===== config.mk =====
export PLATFORM = sky130hd
export DESIGN_NAME = core_frontend
export DESIGN_NICKNAME = d
export VERILOG_FILES = /design/src/hw/core_pkg.sv /design/src/hw/core_frontend.sv /design/src/hw/id_stage.sv /design/src/hw/pipe_reg.sv /design/src/hw/ifu.sv /design/src/hw/pc_reg.sv /design/src/hw/hdu.sv /design/src/hw/ctrl.sv
export VERILOG_INCLUDE_DIRS = /design/src /design/src/hw
export SDC_FILE = /design/constraint.sdc
export NUM_CORES = 1
export LEC_CHECK = 0
export ABC_AREA = 1
export BUFFER_PORTS_ARGS = -buffer_cell sky130_fd_sc_hd__clkbuf_2
export CORE_MARGIN = 8
export CORE_UTILIZATION = 37
export DETAILED_ROUTE_END_ITERATION = 12
export SLEW_MARGIN = 20
export SYNTH_ARGS = -nofsm -noshare
export SYNTH_HDL_FRONTEND = slang
export SYNTH_SLANG_ARGS = --single-unit
export TNS_END_PERCENT = 20

===== constraint.sdc =====
create_clock -name clk_i -period 4.49 [get_ports clk_i]
set_input_delay 0.6735 -clock clk_i [delete_from_list [all_inputs] [get_ports clk_i]]
set_output_delay 0.6735 -clock clk_i [all_outputs]
set_load 0.05 [all_outputs]

===== src/hw/core_config.svh =====
// rv32 widths only; RESET_PC must be word aligned because fetch never handles misaligned addresses
`ifndef CORE_CONFIG_SVH
`define CORE_CONFIG_SVH

// instruction address width in bits
`define INST_ADDR_WIDTH 32

// instruction word width in bits
`define INST_WIDTH 32

// first fetch address out of reset
`define RESET_PC 32'h0000_0000

// addi x0, x0, 0
`define NOP_INST 32'h0000_0013

`endif

===== src/hw/core_pkg.sv =====
// hold codes are ordered by priority and ctrl relies on that order; the payload structs carry no parity
`include "core_config.svh"

package core_pkg;

    // pipeline hold code sent from ctrl to every stage
    typedef enum logic [1:0] {
        HOLD_NONE  = 2'b00,                         // pipeline runs freely
        HOLD_IF    = 2'b01,                         // stall fetch and IF/ID and bubble ID/EX
        HOLD_ID    = 2'b10,                         // stall everything up to ID/EX
        HOLD_FLUSH = 2'b11                          // redirect or freeze PC and drop both stages
    } hold_e;

    // fetch to decode packet
    typedef struct packed {
        logic                          valid;       // slot carries an instruction
        logic [`INST_ADDR_WIDTH-1:0]   pc;          // address the word was fetched from
        logic [`INST_WIDTH-1:0]        inst;        // raw instruction word
    } if_id_t;

    // decode to execute packet
    typedef struct packed {
        logic                          valid;
        logic [`INST_ADDR_WIDTH-1:0]   pc;
        logic [`INST_WIDTH-1:0]        inst;
        logic [4:0]                    rs1;         // source index 1
        logic [4:0]                    rs2;         // source index 2
        logic [4:0]                    rd;          // zero when nothing is written back
        logic                          use_rs1;     // rs1 is actually read
        logic                          use_rs2;     // rs2 is actually read
    } id_ex_t;

    // feedback from the execute stage
    typedef struct packed {
        logic                          jump_flag;   // taken branch or jump this cycle
        logic [`INST_ADDR_WIDTH-1:0]   jump_addr;   // redirect target
        logic                          hold;        // multi cycle op still busy
        logic                          load_valid;  // load in execute with data not ready
        logic [4:0]                    load_rd;     // destination of that load
    } ex_fb_t;

endpackage


===== src/hw/core_frontend.sv =====
// ID/EX output has no ready signal; execute must stall the front end through ex_fb_i.hold
`timescale 1ns/1ps
`include "core_config.svh"

module core_frontend (
    input  logic                          clk_i,
    input  logic                          rst_n_i,
    output logic                          imem_req_o,
    output logic [`INST_ADDR_WIDTH-1:0]   imem_addr_o,
    input  logic                          imem_ack_i,
    input  logic [`INST_WIDTH-1:0]        imem_rdata_i,
    input  core_pkg::ex_fb_t              ex_fb_i,      // execute feedback
    input  logic                          clint_hold_i, // interrupt freeze
    output core_pkg::id_ex_t              id_ex_o       // toward execute
);
    import core_pkg::*;

    hold_e                         hold;
    logic                          hold_hdu;
    logic                          jump_flag;
    logic [`INST_ADDR_WIDTH-1:0]   jump_addr;
    logic [`INST_ADDR_WIDTH-1:0]   pc;
    logic                          advance;
    if_id_t                        fetch;
    if_id_t                        if_id_q;
    id_ex_t                        id_pkt;
    logic                          if_id_hold;
    logic                          if_id_bubble;
    logic                          id_ex_hold;
    logic                          id_ex_bubble;

    // hold code to per register controls
    assign if_id_bubble = (hold == HOLD_FLUSH);
    assign if_id_hold   = (hold == HOLD_ID) || (hold == HOLD_IF);
    assign id_ex_bubble = (hold == HOLD_FLUSH) || (hold == HOLD_IF);
    assign id_ex_hold   = (hold == HOLD_ID);

    ctrl i_ctrl (
        .ex_fb_i      (ex_fb_i),
        .clint_hold_i (clint_hold_i),
        .hold_hdu_i   (hold_hdu),
        .hold_o       (hold),
        .jump_flag_o  (jump_flag),
        .jump_addr_o  (jump_addr)
    );

    pc_reg i_pc_reg (
        .clk_i       (clk_i),
        .rst_n_i     (rst_n_i),
        .hold_i      (hold),
        .jump_flag_i (jump_flag),
        .jump_addr_i (jump_addr),
        .advance_i   (advance),
        .pc_o        (pc)
    );

    ifu i_ifu (
        .clk_i        (clk_i),
        .rst_n_i      (rst_n_i),
        .pc_i         (pc),
        .hold_i       (hold),
        .imem_req_o   (imem_req_o),
        .imem_addr_o  (imem_addr_o),
        .imem_ack_i   (imem_ack_i),
        .imem_rdata_i (imem_rdata_i),
        .fetch_o      (fetch),
        .advance_o    (advance)
    );

    pipe_reg #(.payload_t(if_id_t)) i_if_id (
        .clk_i    (clk_i),
        .rst_n_i  (rst_n_i),
        .hold_i   (if_id_hold),
        .bubble_i (if_id_bubble),
        .d_i      (fetch),
        .q_o      (if_id_q)
    );

    id_stage i_id_stage (
        .if_id_i  (if_id_q),
        .id_pkt_o (id_pkt)
    );

    hdu i_hdu (
        .id_pkt_i (id_pkt),
        .ex_fb_i  (ex_fb_i),
        .hold_o   (hold_hdu)
    );

    pipe_reg #(.payload_t(id_ex_t)) i_id_ex (
        .clk_i    (clk_i),
        .rst_n_i  (rst_n_i),
        .hold_i   (id_ex_hold),
        .bubble_i (id_ex_bubble),
        .d_i      (id_pkt),
        .q_o      (id_ex_o)
    );

endmodule


===== src/hw/id_stage.sv =====
// rv32i base opcodes only; unknown opcodes read no registers and keep their raw rd field
`timescale 1ns/1ps
`include "core_config.svh"

module id_stage (
    input  core_pkg::if_id_t   if_id_i,
    output core_pkg::id_ex_t   id_pkt_o
);

    localparam logic [6:0] OPC_LUI    = 7'b0110111;
    localparam logic [6:0] OPC_AUIPC  = 7'b0010111;
    localparam logic [6:0] OPC_JAL    = 7'b1101111;
    localparam logic [6:0] OPC_JALR   = 7'b1100111;
    localparam logic [6:0] OPC_BRANCH = 7'b1100011;
    localparam logic [6:0] OPC_LOAD   = 7'b0000011;
    localparam logic [6:0] OPC_STORE  = 7'b0100011;
    localparam logic [6:0] OPC_OP_IMM = 7'b0010011;
    localparam logic [6:0] OPC_OP     = 7'b0110011;

    logic [`INST_WIDTH-1:0] inst;
    logic [6:0]             opcode;
    logic                   use_rs1;
    logic                   use_rs2;
    logic                   no_rd;

    // empty slots decode as nop
    assign inst   = if_id_i.valid ? if_id_i.inst : `NOP_INST;
    assign opcode = inst[6:0];

    always_comb begin
        use_rs1 = 1'b0;
        use_rs2 = 1'b0;
        no_rd   = 1'b0;
        case (opcode)
            OPC_LUI, OPC_AUIPC, OPC_JAL: begin
                use_rs1 = 1'b0;                     // immediate or pc only
            end
            OPC_JALR, OPC_LOAD, OPC_OP_IMM: begin
                use_rs1 = 1'b1;
            end
            OPC_OP: begin
                use_rs1 = 1'b1;
                use_rs2 = 1'b1;
            end
            OPC_BRANCH, OPC_STORE: begin
                use_rs1 = 1'b1;
                use_rs2 = 1'b1;
                no_rd   = 1'b1;                     // bits 11:7 are immediate here
            end
            default: begin
                use_rs1 = 1'b0;
            end
        endcase
    end

    assign id_pkt_o.valid   = if_id_i.valid;
    assign id_pkt_o.pc      = if_id_i.pc;
    assign id_pkt_o.inst    = inst;
    assign id_pkt_o.rs1     = inst[19:15];
    assign id_pkt_o.rs2     = inst[24:20];
    assign id_pkt_o.rd      = no_rd ? 5'd0 : inst[11:7];
    assign id_pkt_o.use_rs1 = use_rs1;
    assign id_pkt_o.use_rs2 = use_rs2;

endmodule


===== src/hw/pipe_reg.sv =====
// bubble clears the whole payload to zero so the payload type must mark empty slots by a zero valid bit
`timescale 1ns/1ps

module pipe_reg #(
    parameter type payload_t = logic                // stage packet type
) (
    input  logic       clk_i,
    input  logic       rst_n_i,
    input  logic       hold_i,                      // keep current content
    input  logic       bubble_i,                    // insert empty slot
    input  payload_t   d_i,
    output payload_t   q_o
);

    payload_t q_q;

    always_ff @(posedge clk_i) begin
        if (!rst_n_i) begin
            q_q <= '0;
        end else if (bubble_i) begin
            q_q <= '0;                              // bubble wins over hold
        end else if (!hold_i) begin
            q_q <= d_i;
        end
    end

    assign q_o = q_q;

endmodule


===== src/hw/ifu.sv =====
// one word in flight and one buffered; the next request waits for the buffer to drain
`timescale 1ns/1ps
`include "core_config.svh"

module ifu (
    input  logic                          clk_i,
    input  logic                          rst_n_i,
    input  logic [`INST_ADDR_WIDTH-1:0]   pc_i,
    input  core_pkg::hold_e               hold_i,
    output logic                          imem_req_o,
    output logic [`INST_ADDR_WIDTH-1:0]   imem_addr_o,
    input  logic                          imem_ack_i,
    input  logic [`INST_WIDTH-1:0]        imem_rdata_i,
    output core_pkg::if_id_t              fetch_o,      // to IF/ID
    output logic                          advance_o     // to pc_reg
);
    import core_pkg::*;

    typedef enum logic [1:0] {
        S_IDLE,                                     // req low and ack low
        S_REQ,                                      // req high until ack
        S_REL,                                      // req just dropped
        S_WAIT                                      // ack still high
    } state_e;

    state_e                        state_q;
    state_e                        state_d;
    logic [`INST_ADDR_WIDTH-1:0]   addr_q;          // held from req rise to ack fall
    logic                          buf_valid_q;
    logic [`INST_WIDTH-1:0]        buf_inst_q;
    logic                          drop_q;          // in-flight word is stale
    logic                          flush;
    logic                          start;
    logic                          capture;

    assign flush   = (hold_i == HOLD_FLUSH);
    assign start   = (state_q == S_IDLE) && !buf_valid_q && (hold_i == HOLD_NONE);
    assign capture = (state_q == S_REQ) && imem_ack_i && !drop_q && !flush;

    always_comb begin
        state_d = state_q;
        case (state_q)
            S_IDLE:  if (start) state_d = S_REQ;
            S_REQ:   if (imem_ack_i) state_d = S_REL;
            S_REL:   state_d = imem_ack_i ? S_WAIT : S_IDLE;
            S_WAIT:  if (!imem_ack_i) state_d = S_IDLE;
            default: state_d = S_IDLE;
        endcase
    end

    always_ff @(posedge clk_i) begin
        if (!rst_n_i) begin
            state_q     <= S_IDLE;
            addr_q      <= `RESET_PC;
            drop_q      <= 1'b0;
            buf_valid_q <= 1'b0;
        end else begin
            state_q <= state_d;
            if (start) begin
                addr_q <= pc_i;                     // latch fetch address with req
            end
            if (state_q == S_REQ) begin
                if (imem_ack_i) begin
                    drop_q <= 1'b0;                 // handshake done
                end else if (flush) begin
                    drop_q <= 1'b1;                 // finish handshake but discard
                end
            end
            if (flush) begin
                buf_valid_q <= 1'b0;
            end else if (capture) begin
                buf_valid_q <= 1'b1;
            end else if (advance_o) begin
                buf_valid_q <= 1'b0;                // taken by IF/ID
            end
        end
    end

    always_ff @(posedge clk_i) begin
        if (capture) begin
            buf_inst_q <= imem_rdata_i;
        end
    end

    assign imem_req_o  = (state_q == S_REQ);
    assign imem_addr_o = addr_q;

    assign fetch_o.valid = buf_valid_q;
    assign fetch_o.pc    = addr_q;                  // buffer word came from addr_q
    assign fetch_o.inst  = buf_inst_q;

    // exactly one advance per accepted word
    assign advance_o = buf_valid_q && (hold_i == HOLD_NONE);

endmodule


===== src/hw/pc_reg.sv =====
// steps by 4 only; a flush without a jump freezes the PC until a jump arrives
`timescale 1ns/1ps
`include "core_config.svh"

module pc_reg (
    input  logic                          clk_i,
    input  logic                          rst_n_i,
    input  core_pkg::hold_e               hold_i,
    input  logic                          jump_flag_i,
    input  logic [`INST_ADDR_WIDTH-1:0]   jump_addr_i,
    input  logic                          advance_i,    // fetched word accepted by IF/ID
    output logic [`INST_ADDR_WIDTH-1:0]   pc_o
);
    import core_pkg::*;

    logic [`INST_ADDR_WIDTH-1:0] pc_q;

    always_ff @(posedge clk_i) begin
        if (!rst_n_i) begin
            pc_q <= `RESET_PC;
        end else if (hold_i == HOLD_FLUSH) begin
            if (jump_flag_i) begin
                pc_q <= jump_addr_i;                // redirect
            end                                     // otherwise frozen for interrupt
        end else if ((hold_i == HOLD_NONE) && advance_i) begin
            pc_q <= pc_q + `INST_ADDR_WIDTH'd4;     // next sequential word
        end
    end

    assign pc_o = pc_q;

endmodule


===== src/hw/hdu.sv =====
// load-use only; no forwarding is modelled so any match with a pending load stalls decode
`timescale 1ns/1ps

module hdu (
    input  core_pkg::id_ex_t   id_pkt_i,   // packet currently in decode
    input  core_pkg::ex_fb_t   ex_fb_i,    // pending load in execute
    output logic               hold_o      // stall request to ctrl
);

    logic rs1_hit;
    logic rs2_hit;

    // x0 never depends on anything
    assign rs1_hit = id_pkt_i.use_rs1
                  && (id_pkt_i.rs1 != 5'd0)
                  && (id_pkt_i.rs1 == ex_fb_i.load_rd);

    assign rs2_hit = id_pkt_i.use_rs2
                  && (id_pkt_i.rs2 != 5'd0)
                  && (id_pkt_i.rs2 == ex_fb_i.load_rd);

    // bubbles in decode never stall
    assign hold_o = ex_fb_i.load_valid && id_pkt_i.valid && (rs1_hit || rs2_hit);

endmodule


===== src/hw/ctrl.sv =====
// purely combinational; a jump and the interrupt hold both map to HOLD_FLUSH and cannot be told apart
`timescale 1ns/1ps
`include "core_config.svh"

module ctrl (
    input  core_pkg::ex_fb_t              ex_fb_i,      // jump and hold from execute
    input  logic                          clint_hold_i, // interrupt controller hold
    input  logic                          hold_hdu_i,   // load use stall
    output core_pkg::hold_e               hold_o,
    output logic                          jump_flag_o,  // to pc_reg
    output logic [`INST_ADDR_WIDTH-1:0]   jump_addr_o
);
    import core_pkg::*;

    // jump goes straight through so redirect and flush share a cycle
    assign jump_flag_o = ex_fb_i.jump_flag;
    assign jump_addr_o = ex_fb_i.jump_addr;

    always_comb begin
        if (ex_fb_i.jump_flag || clint_hold_i) begin
            hold_o = HOLD_FLUSH;                    // highest priority
        end else if (ex_fb_i.hold) begin
            hold_o = HOLD_ID;                       // execute busy
        end else if (hold_hdu_i) begin
            hold_o = HOLD_IF;                       // load use bubble
        end else begin
            hold_o = HOLD_NONE;
        end
    end

endmodule


After elaboration in Yosys (flattened, before gate mapping)
Cells that the tools add are included.
{"block": "word_totals", "out_inout_bits": 115, "mem_count": 0, "in_bits": 76, "register_bits": 247, "ramBits": 0, "romBits": 0, "latchBits": 0, "elab_cells": 92}
{"block": "op_classes", "n_eq_ne": 18, "shift": 0, "bitwise": 1, "mux": 20, "add_sub_neg": 1, "div_mod_pow": 0, "reduce_logical": 35, "multipliers": 0, "order_cmp": 0}
{"operator": "32-bit 2-to-1 mux", "n": 4}
{"operator": "32-bit by 3-bit adder with 32-bit output, second input constant", "n": 1}
{"operator": "7-bit by 6-bit == test with 1-bit output, second input constant", "n": 2}
{"operator": "7-bit == test, second input constant", "n": 2}
{"operator": "1-bit logical AND", "n": 13}
{"operator": "2-bit 2-to-1 mux", "n": 6}
{"operator": "5-bit == test", "n": 2}
{"operator": "5-bit nonzero test", "n": 2}
{"operator": "2-bit == test, second input constant", "n": 4}
{"operator": "1-bit 2-to-1 mux", "n": 8}
{"operator": "2-bit case mux with 4 select lines", "n": 1}
{"operator": "7-bit by 2-bit == test with 1-bit output, second input constant", "n": 1}
{"operator": "7-bit by 5-bit == test with 1-bit output, second input constant", "n": 1}
{"operator": "2-bit nonzero test", "n": 3}
{"operator": "2-bit OR reduction", "n": 3}
{"operator": "6-bit OR reduction", "n": 1}
{"operator": "5-bit 2-to-1 mux", "n": 1}
{"operator": "2-bit by 1-bit == test with 1-bit output, second input constant", "n": 2}
{"operator": "2-bit logical NOT", "n": 2}
{"operator": "1-bit logical OR", "n": 4}
{"operator": "2-bit by 1-bit inequality test with 1-bit output, second input constant", "n": 2}
{"operator": "2-bit inequality test, second input constant", "n": 2}
{"operator": "2-bit AND reduction", "n": 2}
{"operator": "1-bit logical NOT", "n": 3}
{"operator": "other kinds (3)", "n": 3}

Logic depth before layout (Yosys ltp)
{"block": "logic_depth", "ltp_word": 16, "ltp_mapped": 23}

Modules after synthesis
Synthesis repeated with hierarchy kept, for this count alone.
{"block": "unflattened", "hier_cells": 1659, "area_unflattened_um2": 11950.2}
{"mod": "ifu", "instances": 1, "cells_each": 370, "seq_area_each_um2": 1681.6, "area_per_inst_um2": 3060.4}
{"mod": "pipe_reg (i_id_ex)", "instances": 1, "cells_each": 356, "seq_area_each_um2": 1641.6, "area_per_inst_um2": 2892.8}
{"mod": "pc_reg", "instances": 1, "cells_each": 415, "seq_area_each_um2": 640.6, "area_per_inst_um2": 2436.1}
{"mod": "pipe_reg (i_if_id)", "instances": 1, "cells_each": 284, "seq_area_each_um2": 1301.2, "area_per_inst_um2": 2278.4}
{"mod": "id_stage", "instances": 1, "cells_each": 132, "seq_area_each_um2": 0.0, "area_per_inst_um2": 720.7}
{"mod": "ctrl", "instances": 1, "cells_each": 38, "seq_area_each_um2": 0.0, "area_per_inst_um2": 269.0}
{"mod": "hdu", "instances": 1, "cells_each": 55, "seq_area_each_um2": 0.0, "area_per_inst_um2": 232.7}
{"mod": "core_frontend", "instances": 1, "cells_each": 9, "seq_area_each_um2": 0.0, "area_per_inst_um2": 60.1}

Least setup slack after synthesis
No wires, ideal clock.
{"block": "synth_path", "kind": "input port to flip-flop", "start": "input port ex_fb_i[3] (netlist bit)", "end": "register i_ifu.buf_inst_q[0] (enable)", "setup_slack_ps": -37, "required_time_ps": 4027, "setup_ps": 463, "stages": 14, "arrival_ps": 4063, "cell_sequence": "inv_1 > nand3_1 > nand2_1 > inv_1 > nand3_1 > nor2_1 > nand2_1 > nand2_1 > nand2_2 > nand2_1 > ha_1 > clkbuf_1 > clkbuf_1 > nor3_1"}
{"block": "synth_via", "elab_chain_cells": 10, "elab_cells_between_ends": 12, "classes_between": "3 x eq/ne; 3 x mux; 6 x reduce/logical"}
{"element": "start, declared", "line_no": "core_frontend.sv:12", "rtl": "input core_pkg::ex_fb_t ex_fb_i,"}
{"element": "5-bit == test (on tied branches)", "line_no": "hdu.sv:16, hdu.sv:20"}
{"element": "1-bit logical AND (on tied branches)", "line_no": "hdu.sv:16, hdu.sv:20"}
{"element": "1-bit logical OR (*)", "line_no": "hdu.sv:23", "rtl": "assign hold_o = ex_fb_i.load_valid && id_pkt_i.valid && (rs1_hit || rs2_hit);"}
{"element": "1-bit logical AND (*)", "line_no": "hdu.sv:23"}
{"element": "1-bit 2-to-1 mux (*)", "line_no": "ctrl.sv:24", "rtl": "end else if (hold_hdu_i) begin"}
{"element": "2-bit 2-to-1 mux (*)", "line_no": "ctrl.sv:22", "rtl": "end else if (ex_fb_i.hold) begin"}
{"element": "2-bit 2-to-1 mux (*)", "line_no": "ctrl.sv:20", "rtl": "if (ex_fb_i.jump_flag || clint_hold_i) begin"}
{"element": "2-bit == test (*)", "line_no": "ifu.sv:36", "rtl": "assign flush = (hold_i == HOLD_FLUSH);"}
{"element": "1-bit logical NOT (*)", "line_no": "ifu.sv:38", "rtl": "assign capture = (state_q == S_REQ) && imem_ack_i && !drop_q && !flush;"}
{"element": "1-bit logical AND (*)", "line_no": "ifu.sv:38"}
{"element": "named net i_ifu.capture", "line_no": "ifu.sv:34", "rtl": "logic capture;"}
{"element": "end signal, assigned", "line_no": "ifu.sv:81", "rtl": "buf_inst_q <= imem_rdata_i;"}
{"element": "end, declared", "line_no": "ifu.sv:30", "rtl": "logic [`INST_WIDTH-1:0] buf_inst_q;"}
The timed path passes the listed nets; every way through them passes the cells marked *.
A chain may end at the register's enable or synchronous reset.

Worst setup path in the final report
{"block": "layout_path", "start": "register i_if_id.q_q, in the netlist i_if_id.q_o[64]", "end": "register i_if_id.q_q, in the netlist i_if_id.q_o[36]"}
{"block": "layout_via", "elab_chain_cells": 13, "elab_cells_between_ends": 30, "classes_between": "11 x eq/ne; 6 x mux; 13 x reduce/logical"}
{"element": "start, declared", "line_no": "pipe_reg.sv:15", "rtl": "payload_t q_q;"}
{"element": "start signal, assigned", "line_no": "pipe_reg.sv:23", "rtl": "q_q <= d_i;"}
{"element": "32-bit 2-to-1 mux (no line)"}
{"element": "7-bit == test, or another cell as far along", "line_no": "id_stage.sv:34", "rtl": "case (opcode)"}
{"element": "6-bit OR reduction (no line) or 3-bit OR reduction (tied branches)"}
{"element": "1-bit 2-to-1 mux", "line_no": "id_stage.sv:34"}
{"element": "1-bit logical AND (on tied branches)", "line_no": "hdu.sv:15, hdu.sv:19"}
{"element": "1-bit logical AND (on tied branches)", "line_no": "hdu.sv:16, hdu.sv:20"}
{"element": "1-bit logical OR", "line_no": "hdu.sv:23"}
{"element": "1-bit logical AND (*)", "line_no": "hdu.sv:23"}
{"element": "1-bit 2-to-1 mux (*)", "line_no": "ctrl.sv:24"}
{"element": "2-bit 2-to-1 mux (*)", "line_no": "ctrl.sv:22"}
{"element": "2-bit 2-to-1 mux (*)", "line_no": "ctrl.sv:20"}
{"element": "2-bit == test, or another cell as far along", "line_no": "core_frontend.sv:33", "rtl": "assign if_id_bubble = (hold == HOLD_FLUSH);"}
{"element": "2-bit OR reduction (no line) or 1-bit logical OR (tied branches)"}
Every way passes the cells marked *; elsewhere a longest branch is shown, timed or not.

==> results.cfg <==
[run_status]
outcome = completed

[sta]
clock-skew-final_ns = 0.0105
hold_viol_final = 0
tightest_slew_ns = 1.14
relSlewSlack_pct = 24.2
fmax_mhz = 266
rsz0062_at_grt = no
holdWs_ns = 0.326
setup_violations = 0
fin_crit_sh_pct = 83.8
post-route-min-period_ns = 3.76
setup_tns_ns = 0
final-max-slew-violation-count = 0
worst_slack_ns = 0.726

[power_and_ir_drop]
ir_worst_vdd_v = 0.000257
p_switching_mw = 1.17
p_seq_share_pct = 47.2
p_sw_share_pct = 24.6
leakage_nw = 4.77
powerDensity_nw_per_um2 = 389
p_int_mw = 3.58
p_total_mw = 4.75
pwr-share-comb_pct = 8.5
p_clk_share_pct = 44.4

[hold_path]
hold_path.class = input pin to flop
hold_path_depth = 1

[setup_path]
critPathLaunchType = flop
r2r_cells = 16
crit_arrival_ns = 4.21
worstPathRequired_ns = 4.94
critPathMostFrequentCell = nand2_1
crit_fanout = 28
cp_cell_sequence = buf_4 -> inv_1 -> a21o_1 -> nand2_1 -> nand2_1 -> clkinv_1 -> nand2_1 -> nand2_1 -> nand2_1 -> nand2_2 -> nand2_1 -> ha_2 -> nor2_1 -> inv_2 -> buf_4 -> a21oi_1
worstSetupPathType = flop to flop
slowest_delay_ns = 0.74
critPathSlowestCell = nor2_1
critPathBufInv = 5
cp-end-kind = flop
cp_top_family = buffers and inverters
cp_num_cells = 16

[placement]
dp_hpwl_um = 21400
portBuffers = 190
place_congestion = 0.897
pre_cts_slack_ns = 0.675

[clocking]
post-cts-setup-buffers = 0
cts.htree.levels = 1
cts_tree = yes
clk_latency_ns = 0.52
clkTransAtPathRegs_ns = 0.06
cts.sinks = 237
cts_root_buffer = clkbuf_16
cts.repair.resized = 0
holdBufCountCts = 0
cts-buffers-inserted = 26
cts_buffer_depth = 3

[floorplanning]
row_count = 61
ios = 191
start_util_pct = 37.8
die_area_um2 = 34100
coreArea_um2 = 27900
die_y_um = 185
die-width_um = 185

[global_routing]
grt_use_met1_pct = 23.0
antenna_found_initial = 1
use_met3_pct = 3.31
use_met2_pct = 27.2
track_usage_pct = 17.0
grt_pass1_wl_um = 46600
grt-ovfl-total = 0
grt_pass1_vias = 8299
busiest_layer = met2
grt_max_degree = 73

[yosys]
synth_compound_area_share_pct = 13.0
synth_xor_area_share_pct = 0.416
yosysSeqAreaShare_pct = 48.1
ys.flop_type = dfxtp_1
ys_types = 40
synth_area_um2 = 10500
synth_top_area_cell = dfxtp_1
yosysWarnings = 0
synth.area.mux_share_pct = 2.66
ys_seq_elements = 237
synth_top_family_by_area = simple AND/OR/NAND/NOR gates
synth.most_common_cell = nand2_1
synthSimpleGateAreaFrac_pct = 25.7
syn_inst = 1259
synth_enable_flop_cells = 32
synthTopCellsByArea = dfxtp_1, nand2_1, edfxtp_1
async_flop_share_pct = 0
syn_avg_cell_area_um2 = 8.36
synth_nets = 1339
synth_top_area_share_pct = 39.0
synthAdderAreaFrac_pct = 0.476
synth_common_cells = nand2_1, dfxtp_1, a21oi_1

[layout]
drive_gt1_share_pct = 23.9
areaGrowthSynthToFinish_pct = 16.2
multi_input_area_um2 = 4460
final_util_pct = 43.9
fill_cells = 2817
seqCellArea_um2 = 5060
fin_nets = 1464

[drt]
wl_per_cell_um = 16.6
drc = 0
vias = 8658
postRouteAntennaNets = 0
viasPerCell = 4.86
drtIter0Drc = 577
routed_wl_um = 29600
firstDrtPassIters = 5

[flow_run]
drv_cap = 0
==> logic make-up after synthesis <==
family / Yosys count
and+or+nand+nor: 537
xor gates and xnor gates: 5
adders and majority gates: 4
muxes: 28
buffers and inverters: 193
AOI/OAI and AO/OA: 255
DFF: 237
==> power groups by stage <==
stage                     Combinational (mW)  Sequential [mW]  Clock (mW)
final                                  0.402             2.24        2.11
after detailed placement               0.404             2.29           0
after global routing                   0.445             2.25        2.26
after global placement                 0.401             2.29           0
after floorplan                        0.285             2.29           0
after CTS                              0.406             2.24        2.16
==> path summary, 6_finish.rpt <==
check | startpoint | end | slack [ns]
worst max-delay path | i_if_id.q_o[64] | i_if_id.q_o[36] | 0.73
worst min-delay path | imem_rdata_i[26] | i_ifu.buf_inst_q[26] | 0.33
worst max register to register | i_if_id.q_o[64] | i_if_id.q_o[36] | 0.73
worst min register to register | i_if_id.q_o[31] | i_if_id.q_o[31] | 0.46
==> final cells by class <==
cell class                 count  area share, %
inverter                      83           2.55
antenna                        1         0.0205
sequential                   237           41.4
clock buffer                  38           5.86
timing repair buffer         207           8.82
tap                          378           3.87
clock inverter                10           1.00
multi-input combinational    829           36.4
==> metrics by stage <==
stage | std cells | area (um2)
3_5_place_dp | 1734 | 11400
2_1_floorplan | 1259 | 10500
5_1_grt | 1783 | 12200
6_report | 1783 | 12200
4_1_cts | 1782 | 12200
3_3_place_gp | 1734 | 11400
==> placed cells by master, fill, tap and decap left out, types with 2 or more instances in the layout <==
cell	count
ha_1	2
mux2i_1	28
nand2_1	278
o211ai_1	3
bufinv_16	3
a22oi_1	15
xor2_1	5
nand2_4	3
nor2_4	70
a21oi_1	136
o21ai_0	83
a31oi_1	4
clkinv_1	5
nor2_2	3
buf_4	17
dfxtp_1	205
edfxtp_1	32
a211oi_1	4
ha_2	2
inv_1	76
nand4_1	7
nand3_1	52
clkinv_2	5
nand2_2	4
clkbuf_1	11
nor2_1	107
inv_2	4
clkbuf_16	27
clkbuf_2	190
o22ai_1	3
nor3_1	8
o21ai_2	2
==> worst register-to-register path: stages, from the launching register on <==
cell	delay, ns
dfxtp_1	0.44
buf_4	0.33
inv_1	0.17
a21o_1	0.21
nand2_1	0.07
nand2_1	0.05
clkinv_1	0.06
nand2_1	0.05
nand2_1	0.06
nand2_1	0.09
nand2_2	0.10
nand2_1	0.08
ha_2	0.23
nor2_1	0.74
inv_2	0.51
buf_4	0.37
a21oi_1	0.15
==> sequential cells by signal, indices dropped and copies added (netlist names) <==
register,flops
i_if_id.q_o,65
i_id_ex.q_o,72
i_ifu.buf_valid_q,1
i_ifu.drop_q,1
i_ifu.imem_addr_o,32
i_pc_reg.pc_o,32
i_ifu.state_q,2
i_ifu.buf_inst_q,32
==> layer usage <==
metal  vias to the layer above  share of wire [%]
met5                         -                  0
met4                         0                2.1
met3                        36                6.0
met2                       229                 46
met1                      4051                 46
li1                       4342                  -
No activity file was read; power rests on OpenSTA's default activity.
